==> src/logic/mips_defs.svh <==
`ifndef MIPS_DEFS_SVH
`define MIPS_DEFS_SVH

// Datapath word width
`define DATA_WIDTH 32

// Register file geometry
`define REG_ADDR_WIDTH 5
`define NUM_REGS 32

// Data memory depth in words
`define DMEM_WORDS 64

// First fetch address out of reset
`define RESET_PC 32'h0000_0000

`endif
==> src/logic/mipsPkg.sv <==
`include "mips_defs.svh"

package mipsPkg;

    // Primary opcodes handled by decode
    typedef enum logic [5:0] {
        OP_RTYPE = 6'h00,
        OP_BEQ   = 6'h04,
        OP_ADDI  = 6'h08,
        OP_LW    = 6'h23,
        OP_SW    = 6'h2B
    } opcodeT;

    typedef enum logic [2:0] {
        ALU_ADD = 3'd0,
        ALU_SUB = 3'd1,
        ALU_AND = 3'd2,
        ALU_OR  = 3'd3,
        ALU_SLT = 3'd4
    } aluOpT;

    // Decoded control, all zero for a bubble
    typedef struct packed {
        logic  regWrite;
        logic  memRead;
        logic  memWrite;
        logic  memToReg;
        logic  aluSrcImm;
        logic  branch;
        aluOpT aluOp;
    } ctrlT;

    typedef struct packed {
        ctrlT                       ctrl;
        logic [`DATA_WIDTH-1:0]     pcPlus4;
        logic [`DATA_WIDTH-1:0]     readData1;
        logic [`DATA_WIDTH-1:0]     readData2;
        logic [`DATA_WIDTH-1:0]     imm;
        logic [`REG_ADDR_WIDTH-1:0] rs;
        logic [`REG_ADDR_WIDTH-1:0] rt;
        logic [`REG_ADDR_WIDTH-1:0] dest;
    } idExT;

    typedef struct packed {
        logic                       regWrite;
        logic                       memRead;
        logic                       memWrite;
        logic                       memToReg;
        logic [`DATA_WIDTH-1:0]     aluResult;
        logic [`DATA_WIDTH-1:0]     storeData;
        logic [`REG_ADDR_WIDTH-1:0] dest;
    } exMemT;

    // One retirement per cycle at most
    typedef struct packed {
        logic                       valid;
        logic [`REG_ADDR_WIDTH-1:0] dest;
        logic [`DATA_WIDTH-1:0]     data;
    } wbT;

    typedef struct packed {
        logic                   taken;
        logic [`DATA_WIDTH-1:0] target;
    } redirectT;

endpackage

==> src/logic/mipsPipeline.sv <==
`timescale 1ns/10ps
`include "mips_defs.svh"

module mipsPipeline import mipsPkg::*; (
    input  logic                   clk,
    input  logic                   rstN,
    output logic [`DATA_WIDTH-1:0] instrAddr,
    input  logic [`DATA_WIDTH-1:0] instr,
    output wbT                     wb
);

    // IF/ID
    logic [`DATA_WIDTH-1:0]     ifPc4;
    logic [`DATA_WIDTH-1:0]     ifInstr;

    // Decode and register file
    logic                       stall;
    logic [`REG_ADDR_WIDTH-1:0] rfAddr1;
    logic [`REG_ADDR_WIDTH-1:0] rfAddr2;
    logic [`DATA_WIDTH-1:0]     rfData1;
    logic [`DATA_WIDTH-1:0]     rfData2;
    idExT                       idEx;

    // Execute
    redirectT                   redirect;
    exMemT                      exMem;

    fetchStage fetch (
        .clk(clk),
        .rstN(rstN),
        .stall(stall),
        .redirect(redirect),
        .instr(instr),
        .instrAddr(instrAddr),
        .ifPc4(ifPc4),
        .ifInstr(ifInstr)
    );

    decodeStage decode (
        .clk(clk),
        .rstN(rstN),
        .ifPc4(ifPc4),
        .ifInstr(ifInstr),
        .rfAddr1(rfAddr1),
        .rfAddr2(rfAddr2),
        .rfData1(rfData1),
        .rfData2(rfData2),
        .redirect(redirect),
        .stall(stall),
        .idEx(idEx)
    );

    regFile regs (
        .clk(clk),
        .rstN(rstN),
        .rfAddr1(rfAddr1),
        .rfAddr2(rfAddr2),
        .rfData1(rfData1),
        .rfData2(rfData2),
        .wb(wb)
    );

    executeStage execute (
        .clk(clk),
        .rstN(rstN),
        .idEx(idEx),
        .wb(wb),
        .redirect(redirect),
        .exMem(exMem)
    );

    memoryStage memory (
        .clk(clk),
        .rstN(rstN),
        .exMem(exMem),
        .wb(wb)
    );

endmodule

==> src/logic/memoryStage.sv <==
`timescale 1ns/10ps
`include "mips_defs.svh"

module memoryStage import mipsPkg::*; (
    input  logic  clk,
    input  logic  rstN,
    input  exMemT exMem,
    output wbT    wb
);

    localparam int ADDR_BITS = $clog2(`DMEM_WORDS);

    logic [`DATA_WIDTH-1:0] dmem [`DMEM_WORDS];
    logic [ADDR_BITS-1:0]   wordIdx;
    logic [`DATA_WIDTH-1:0] loadData;

    // Byte address from the ALU, word aligned
    assign wordIdx  = exMem.aluResult[ADDR_BITS+1:2];
    assign loadData = exMem.memRead ? dmem[wordIdx] : '0;

    always_ff @(posedge clk) begin
        if (exMem.memWrite) dmem[wordIdx] <= exMem.storeData;
    end

    // MEM/WB
    always_ff @(posedge clk) begin
        wb.dest <= exMem.dest;
        wb.data <= exMem.memToReg ? loadData : exMem.aluResult;
        if (!rstN) begin
            wb.valid <= 1'b0;
        end else begin
            wb.valid <= exMem.regWrite;
        end
    end

endmodule

==> src/logic/executeStage.sv <==
`timescale 1ns/10ps
`include "mips_defs.svh"

module executeStage import mipsPkg::*; (
    input  logic     clk,
    input  logic     rstN,
    input  idExT     idEx,
    input  wbT       wb,
    output redirectT redirect,
    output exMemT    exMem
);

    logic [`DATA_WIDTH-1:0] opA;
    logic [`DATA_WIDTH-1:0] fwdB;
    logic [`DATA_WIDTH-1:0] opB;
    logic [`DATA_WIDTH-1:0] aluResult;

    // Youngest producer wins, r0 never forwards
    function automatic logic [`DATA_WIDTH-1:0] forward(
        input logic [`REG_ADDR_WIDTH-1:0] src,
        input logic [`DATA_WIDTH-1:0]     regVal,
        input exMemT                      exMemQ,
        input wbT                         wbQ
    );
        if (src == '0) return regVal;
        if (exMemQ.regWrite && exMemQ.dest == src) return exMemQ.aluResult;
        if (wbQ.valid && wbQ.dest == src) return wbQ.data;
        return regVal;
    endfunction

    always_comb begin
        opA  = forward(idEx.rs, idEx.readData1, exMem, wb);
        fwdB = forward(idEx.rt, idEx.readData2, exMem, wb);
        opB  = idEx.ctrl.aluSrcImm ? idEx.imm : fwdB;
    end

    always_comb begin
        case (idEx.ctrl.aluOp)
            ALU_ADD: aluResult = opA + opB;
            ALU_SUB: aluResult = opA - opB;
            ALU_AND: aluResult = opA & opB;
            ALU_OR:  aluResult = opA | opB;
            ALU_SLT: aluResult = {{(`DATA_WIDTH-1){1'b0}}, $signed(opA) < $signed(opB)};
            default: aluResult = '0;
        endcase
    end

    // beq resolves here, target is relative to PC plus four
    assign redirect.taken  = idEx.ctrl.branch && (opA == fwdB);
    assign redirect.target = idEx.pcPlus4 + {idEx.imm[`DATA_WIDTH-3:0], 2'b00};

    always_ff @(posedge clk) begin
        exMem.aluResult <= aluResult;
        exMem.storeData <= fwdB;
        exMem.dest      <= idEx.dest;
        if (!rstN) begin
            exMem.regWrite <= 1'b0;
            exMem.memRead  <= 1'b0;
            exMem.memWrite <= 1'b0;
            exMem.memToReg <= 1'b0;
        end else begin
            exMem.regWrite <= idEx.ctrl.regWrite;
            exMem.memRead  <= idEx.ctrl.memRead;
            exMem.memWrite <= idEx.ctrl.memWrite;
            exMem.memToReg <= idEx.ctrl.memToReg;
        end
    end

endmodule

==> src/logic/decodeStage.sv <==
`timescale 1ns/10ps
`include "mips_defs.svh"

module decodeStage import mipsPkg::*; (
    input  logic                       clk,
    input  logic                       rstN,
    input  logic [`DATA_WIDTH-1:0]     ifPc4,
    input  logic [`DATA_WIDTH-1:0]     ifInstr,
    output logic [`REG_ADDR_WIDTH-1:0] rfAddr1,
    output logic [`REG_ADDR_WIDTH-1:0] rfAddr2,
    input  logic [`DATA_WIDTH-1:0]     rfData1,
    input  logic [`DATA_WIDTH-1:0]     rfData2,
    input  redirectT                   redirect,
    output logic                       stall,
    output idExT                       idEx
);

    // R-type function codes
    localparam logic [5:0] FN_ADD = 6'h20;
    localparam logic [5:0] FN_SUB = 6'h22;
    localparam logic [5:0] FN_AND = 6'h24;
    localparam logic [5:0] FN_OR  = 6'h25;
    localparam logic [5:0] FN_SLT = 6'h2A;

    opcodeT                     opcode;
    logic [`REG_ADDR_WIDTH-1:0] rs;
    logic [`REG_ADDR_WIDTH-1:0] rt;
    logic [`REG_ADDR_WIDTH-1:0] dest;
    logic [`DATA_WIDTH-1:0]     imm;
    ctrlT                       ctrl;

    assign opcode  = opcodeT'(ifInstr[31:26]);
    assign rs      = ifInstr[25:21];
    assign rt      = ifInstr[20:16];
    assign dest    = (opcode == OP_RTYPE) ? ifInstr[15:11] : rt;
    assign imm     = {{(`DATA_WIDTH-16){ifInstr[15]}}, ifInstr[15:0]};
    assign rfAddr1 = rs;
    assign rfAddr2 = rt;

    // Unknown opcodes and functions fall through as no-ops
    always_comb begin
        ctrl = '0;
        case (opcode)
            OP_RTYPE: begin
                ctrl.regWrite = 1'b1;
                case (ifInstr[5:0])
                    FN_ADD:  ctrl.aluOp = ALU_ADD;
                    FN_SUB:  ctrl.aluOp = ALU_SUB;
                    FN_AND:  ctrl.aluOp = ALU_AND;
                    FN_OR:   ctrl.aluOp = ALU_OR;
                    FN_SLT:  ctrl.aluOp = ALU_SLT;
                    default: ctrl.regWrite = 1'b0;
                endcase
            end
            OP_ADDI: begin
                ctrl.regWrite  = 1'b1;
                ctrl.aluSrcImm = 1'b1;
            end
            OP_LW: begin
                ctrl.regWrite  = 1'b1;
                ctrl.memRead   = 1'b1;
                ctrl.memToReg  = 1'b1;
                ctrl.aluSrcImm = 1'b1;
            end
            OP_SW: begin
                ctrl.memWrite  = 1'b1;
                ctrl.aluSrcImm = 1'b1;
            end
            OP_BEQ: begin
                ctrl.branch = 1'b1;
                ctrl.aluOp  = ALU_SUB;
            end
            default: ;
        endcase
        // Writes to r0 are dropped here so they never retire
        if (dest == '0) ctrl.regWrite = 1'b0;
    end

    // Load in EX feeding the instruction in decode
    assign stall = idEx.ctrl.memRead && (idEx.rt == rs || idEx.rt == rt);

    always_ff @(posedge clk) begin
        idEx.pcPlus4   <= ifPc4;
        idEx.readData1 <= rfData1;
        idEx.readData2 <= rfData2;
        idEx.imm       <= imm;
        idEx.rs        <= rs;
        idEx.rt        <= rt;
        idEx.dest      <= dest;
        if (!rstN || stall || redirect.taken) begin
            idEx.ctrl <= '0;
        end else begin
            idEx.ctrl <= ctrl;
        end
    end

endmodule

==> src/logic/regFile.sv <==
`timescale 1ns/10ps
`include "mips_defs.svh"

module regFile import mipsPkg::*; (
    input  logic                       clk,
    input  logic                       rstN,
    input  logic [`REG_ADDR_WIDTH-1:0] rfAddr1,
    input  logic [`REG_ADDR_WIDTH-1:0] rfAddr2,
    output logic [`DATA_WIDTH-1:0]     rfData1,
    output logic [`DATA_WIDTH-1:0]     rfData2,
    input  wbT                         wb
);

    logic [`DATA_WIDTH-1:0] regs [`NUM_REGS];

    // Register zero reads zero, same-cycle write passes through
    function automatic logic [`DATA_WIDTH-1:0] readPort(
        input logic [`REG_ADDR_WIDTH-1:0] addr
    );
        if (addr == '0) return '0;
        if (wb.valid && wb.dest == addr) return wb.data;
        return regs[addr];
    endfunction

    always_comb begin
        rfData1 = readPort(rfAddr1);
        rfData2 = readPort(rfAddr2);
    end

    always_ff @(posedge clk) begin
        if (!rstN) begin
            for (int i = 0; i < `NUM_REGS; i++) regs[i] <= '0;
        end else if (wb.valid && wb.dest != '0) begin
            regs[wb.dest] <= wb.data;
        end
    end

endmodule

==> src/logic/fetchStage.sv <==
`timescale 1ns/10ps
`include "mips_defs.svh"

module fetchStage import mipsPkg::*; (
    input  logic                   clk,
    input  logic                   rstN,
    input  logic                   stall,
    input  redirectT               redirect,
    input  logic [`DATA_WIDTH-1:0] instr,
    output logic [`DATA_WIDTH-1:0] instrAddr,
    output logic [`DATA_WIDTH-1:0] ifPc4,
    output logic [`DATA_WIDTH-1:0] ifInstr
);

    logic [`DATA_WIDTH-1:0] pc;
    logic [`DATA_WIDTH-1:0] pcPlus4;

    assign pcPlus4   = pc + `DATA_WIDTH'd4;
    assign instrAddr = pc;

    // Redirect has priority over a load-use hold
    always_ff @(posedge clk) begin
        if (!rstN) begin
            pc <= `RESET_PC;
        end else if (redirect.taken) begin
            pc <= redirect.target;
        end else if (!stall) begin
            pc <= pcPlus4;
        end
    end

    // IF/ID, a zero word decodes as a no-op
    always_ff @(posedge clk) begin
        if (!rstN || redirect.taken) begin
            ifInstr <= '0;
        end else if (!stall) begin
            ifInstr <= instr;
            ifPc4   <= pcPlus4;
        end
    end

endmodule

==> config.mk <==
export PLATFORM = sky130hd
export DESIGN_NAME = mipsPipeline
export DESIGN_NICKNAME = d
export VERILOG_FILES = /design/src/logic/mipsPkg.sv /design/src/logic/mipsPipeline.sv /design/src/logic/memoryStage.sv /design/src/logic/executeStage.sv /design/src/logic/decodeStage.sv /design/src/logic/regFile.sv /design/src/logic/fetchStage.sv
export VERILOG_INCLUDE_DIRS = /design/src /design/src/logic
export SDC_FILE = /design/constraint.sdc
export NUM_CORES = 2
export LEC_CHECK = 0
export CORE_MARGIN = 3
export CORE_UTILIZATION = 42
export CTS_CLUSTER_DIAMETER = 60
export DETAILED_ROUTE_END_ITERATION = 8
export DONT_BUFFER_PORTS = 1
export PLACE_DENSITY_LB_ADDON = 0.1
export SYNTH_ARGS = -nofsm -noshare
export SYNTH_HDL_FRONTEND = slang
export SYNTH_SLANG_ARGS = --single-unit
==> constraint.sdc <==
create_clock -name clk -period 4.9 [get_ports clk]
set_clock_uncertainty 0.1 [all_clocks]
set_input_delay 0.735 -clock clk [delete_from_list [all_inputs] [get_ports clk]]
set_output_delay 0.735 -clock clk [all_outputs]
set_load 0.02 [all_outputs]
==> results by group <==
Worst setup path
  – Critical-path maximum fanout: 10
  – Crit path launch type: flop
  – Critical-path cell list: or4_4 -> or2_4 -> o21a_4 -> buf_8 -> o221a_4 -> o21ai_2 -> buf_4 -> inv_1 -> ha_1 -> nor4_4 -> o21ai_2 -> buf_4 -> a311oi_2 -> buf_4 -> a21oi_4 -> and4_4 -> o221a_4 -> a211o_1 -> nor3b_1 -> o21ai_1 -> nand3_1
  – Slowest Stage Delay on Critical Path: 0.54 ns
  – Endpoint class of the critical path: flop
  – CP max-delay cell: or4_4
  – WP data arrival: 5.53 ns
  – Cell family with most CP delay: compound AO/OA/AOI/OAI gates
  – Critical path class: reg2reg
  – WP buf/inv: 5
  – Most common cell on crit path: buf_4
  – CP Data Required Time: 5.65 ns

Synthesis
  – Count leader, synth: edfxtp_1
  – Post-synth top area share: 0.638
  – Most frequent cells after synthesis: 3104 x edfxtp_1, 641 x mux4_2, 617 x clkbuf_1
  – Average cell area after synthesis: 15.8 um2
  – FF+latch count, synth: 3423
  – Ys async rst share: 0
  – Post-synth EDFFs: 3104
  – Synth warn: 0
  – Mapped cell area: 146000 um2
  – Leading area contributor after synthesis: edfxtp_1
  – Top cells by area, synth: edfxtp_1 64%, mux4_2 9.9%, dfxtp_1 4.4%
  – Netlist cell types: 81
  – Post-Syn Instances: 9271
  – Register area share after synthesis: 0.682
  – Top FF cell, synth: edfxtp_1

Routing
  – Routed len/inst: 36.2 um
  – Residual DRC: 0
  – DRT Pass-1 Iters: 6
  – Routed via count: 92153
  – Drt total wl: 528000 um
  – Detail Route Antenna Nets: 0
  – DR iter-0 viols: 10946
  – Vias per inst: 6.32

Die
  – Height of the die: 596 um
  – Initial Utilization: 0.424
  – Row Count: 215
  – Top Ports: 104
  – Die Area: 355000 um2
  – Die span in x: 596 um
  – Core area: 345000 um2

Cells and area
  – Final net count: 9877
  – Fill cell count: 28969
  – Share of cells above drive strength 1: 0.228
  – Area of the multi-input gates: 44500 um2
  – Area grow syn2layout: 16.8%
  – Layout Utilization: 0.495
  – Register area: 99700 um2

STA
  – Min Tclk post-route: 4.78 ns
  – Final number of setup-violating endpoints: 0
  – Final period utilization: 0.975
  – Slew @ Worst Pin: 1.47 ns
  – Fin Setup TNS: 0 ns
  – Slew Viols, Final: 0
  – Max Freq: 209 MHz
  – RSZ-0062 raised after global routing: yes
  – Final hold viol count: 0
  – Max-slew headroom: 0.0188
  – Final worst setup slack: 0.122 ns

Clocking
  – Clock Sink Count: 3423
  – Worst-path clk slew: 0.06 ns
  – Clock Latency Late Sink: 0.98 ns
  – H-tree levels: 5
  – CTS tree: yes
  – Clk root buf: clkbuf_16
  – Number of clock buffers inserted by TritonCTS: 387
  – Clk buf depth: 4

Place
  – Post-place setup slack: -0.549 ns
  – Detailed placement HPWL: 327000 um
  – GP Congestion: 0.927
  – Port bufs: 0

Global route
  – GRT Total Usage: 0.291
  – Largest net degree at the start of global routing: 95
  – Initial antenna violation count: 21
  – GRT Residual Overflow: 0
  – Vias in the first global route: 91374
  – First-pass GRT wire length: 732000 um

Power
  – Pwr/cell area: 487 nW/um2
  – Overall power after layout: 0.0831 W
  – IR Drop Worst-Case VDD: 0.366 mV
  – Leak: 56.1 nW

Min path
  – Hold WC Path Type: in2reg

Status
  – Status: finished clean

Job
  – Max-cap violations: 0
[repair_timing]
action                                 CTS  global route
cloned                                   0             2
pin swaps                                5            35
hold buffers                            35             0
setup endpoints to repair               19            52
buffers inserted                         2            13
resized for setup                       45            94
endpoints found under the hold margin   61             0
[layout by cell type, fill, tap and decap left out, drive strengths merged, types with 12 or more instances in the layout]
| master | count |
|---|---|
| o21bai | 12 |
| or2 | 13 |
| ha | 140 |
| dfxtp | 319 |
| clkinv | 163 |
| bufinv | 22 |
| nor4 | 67 |
| a31oi | 272 |
| mux4 | 641 |
| dlygate4sd3 | 34 |
| a211oi | 110 |
| or4 | 15 |
| a22o | 234 |
| o22ai | 18 |
| nand4 | 78 |
| nor2 | 372 |
| or3 | 12 |
| a21oi | 177 |
| mux2i | 86 |
| and2 | 568 |
| o21ai | 111 |
| nand2b | 18 |
| nand2 | 197 |
| conb | 32 |
| a22oi | 562 |
| inv | 190 |
| o22a | 26 |
| o21a | 32 |
| xnor2 | 119 |
| xor2 | 61 |
| clkbuf | 495 |
| nor3 | 485 |
| buf | 772 |
| nand3 | 42 |
| o221ai | 23 |
| a21o | 25 |
| nor2b | 13 |
| a221oi | 233 |
| edfxtp | 3104 |
[per-stage QoR]
stage	std cells	instance area, um2	hold WS, ns
2_1_floorplan	9302	146000	0.210
3_3_place_gp	13817	157000	0.225
3_5_place_dp	13817	157000	0.227
4_1_cts	14566	170000	0.0128
5_1_grt	14581	171000	0.0362
6_report	14588	171000	0.0940
[registers in the layout, summed over array words and instances, names as in the netlist, named ones only]
signal,flops
decode.idEx,135
execute.exMem,72
fetch.ifInstr,32
fetch.ifPc4,32
fetch.instrAddr,32
memory.dmem,2048
memory.wb,38
regs.regs,1024
[power breakdown]
group          internal, W  total (W)  switching (W)
logic              0.00624     0.0198         0.0136
registers           0.0332     0.0347        0.00146
clock network       0.0164     0.0286         0.0122
[area by class of cell]
class / count / area share
clock buffer: 494 / 0.0614
multi-input combinational: 4913 / 0.261
timing repair buffer: 807 / 0.0447
tap: 4557 / 0.0334
inverter: 168 / 0.00370
clock inverter: 218 / 0.0116
antenna: 8 / 0.000117
sequential: 3423 / 0.584
[layer usage]
metal	GRT usage	routed length (um)	up-vias
met4	0.116	23500	4
met3	0.0473	40200	937
met5	0	19	-
met1	0.384	208000	48800
met2	0.483	256000	4215
li1	-	-	38197
[cell families (layout without fill, tap and decap cells)]
group | Yosys count | after routing | synth area share
flops | 3423 | 3423 | 0.682
other cells | 1 | 40 | 0.0000257
mux | 733 | 733 | 0.105
simple gates | 1921 | 1921 | 0.0686
buf+inv | 967 | 1687 | 0.0255
xor+xnor | 180 | 180 | 0.0108
compound gates | 1903 | 1904 | 0.0958
fa+ha+maj | 143 | 143 | 0.0124
[worst paths after layout]
check                  start                 to  slack [ns]  cells past startpoint
min reg2reg  fetch.ifPc4[28]   decode.idEx[139]        0.23                      0
max           decode.idEx[5]  execute.exMem[65]        0.12                     21
min                     rstN   regs.regs[6][19]        0.09                      1
max reg2reg   decode.idEx[5]  execute.exMem[65]        0.12                     21
Note: power is estimated with default switching activity, not from simulation.
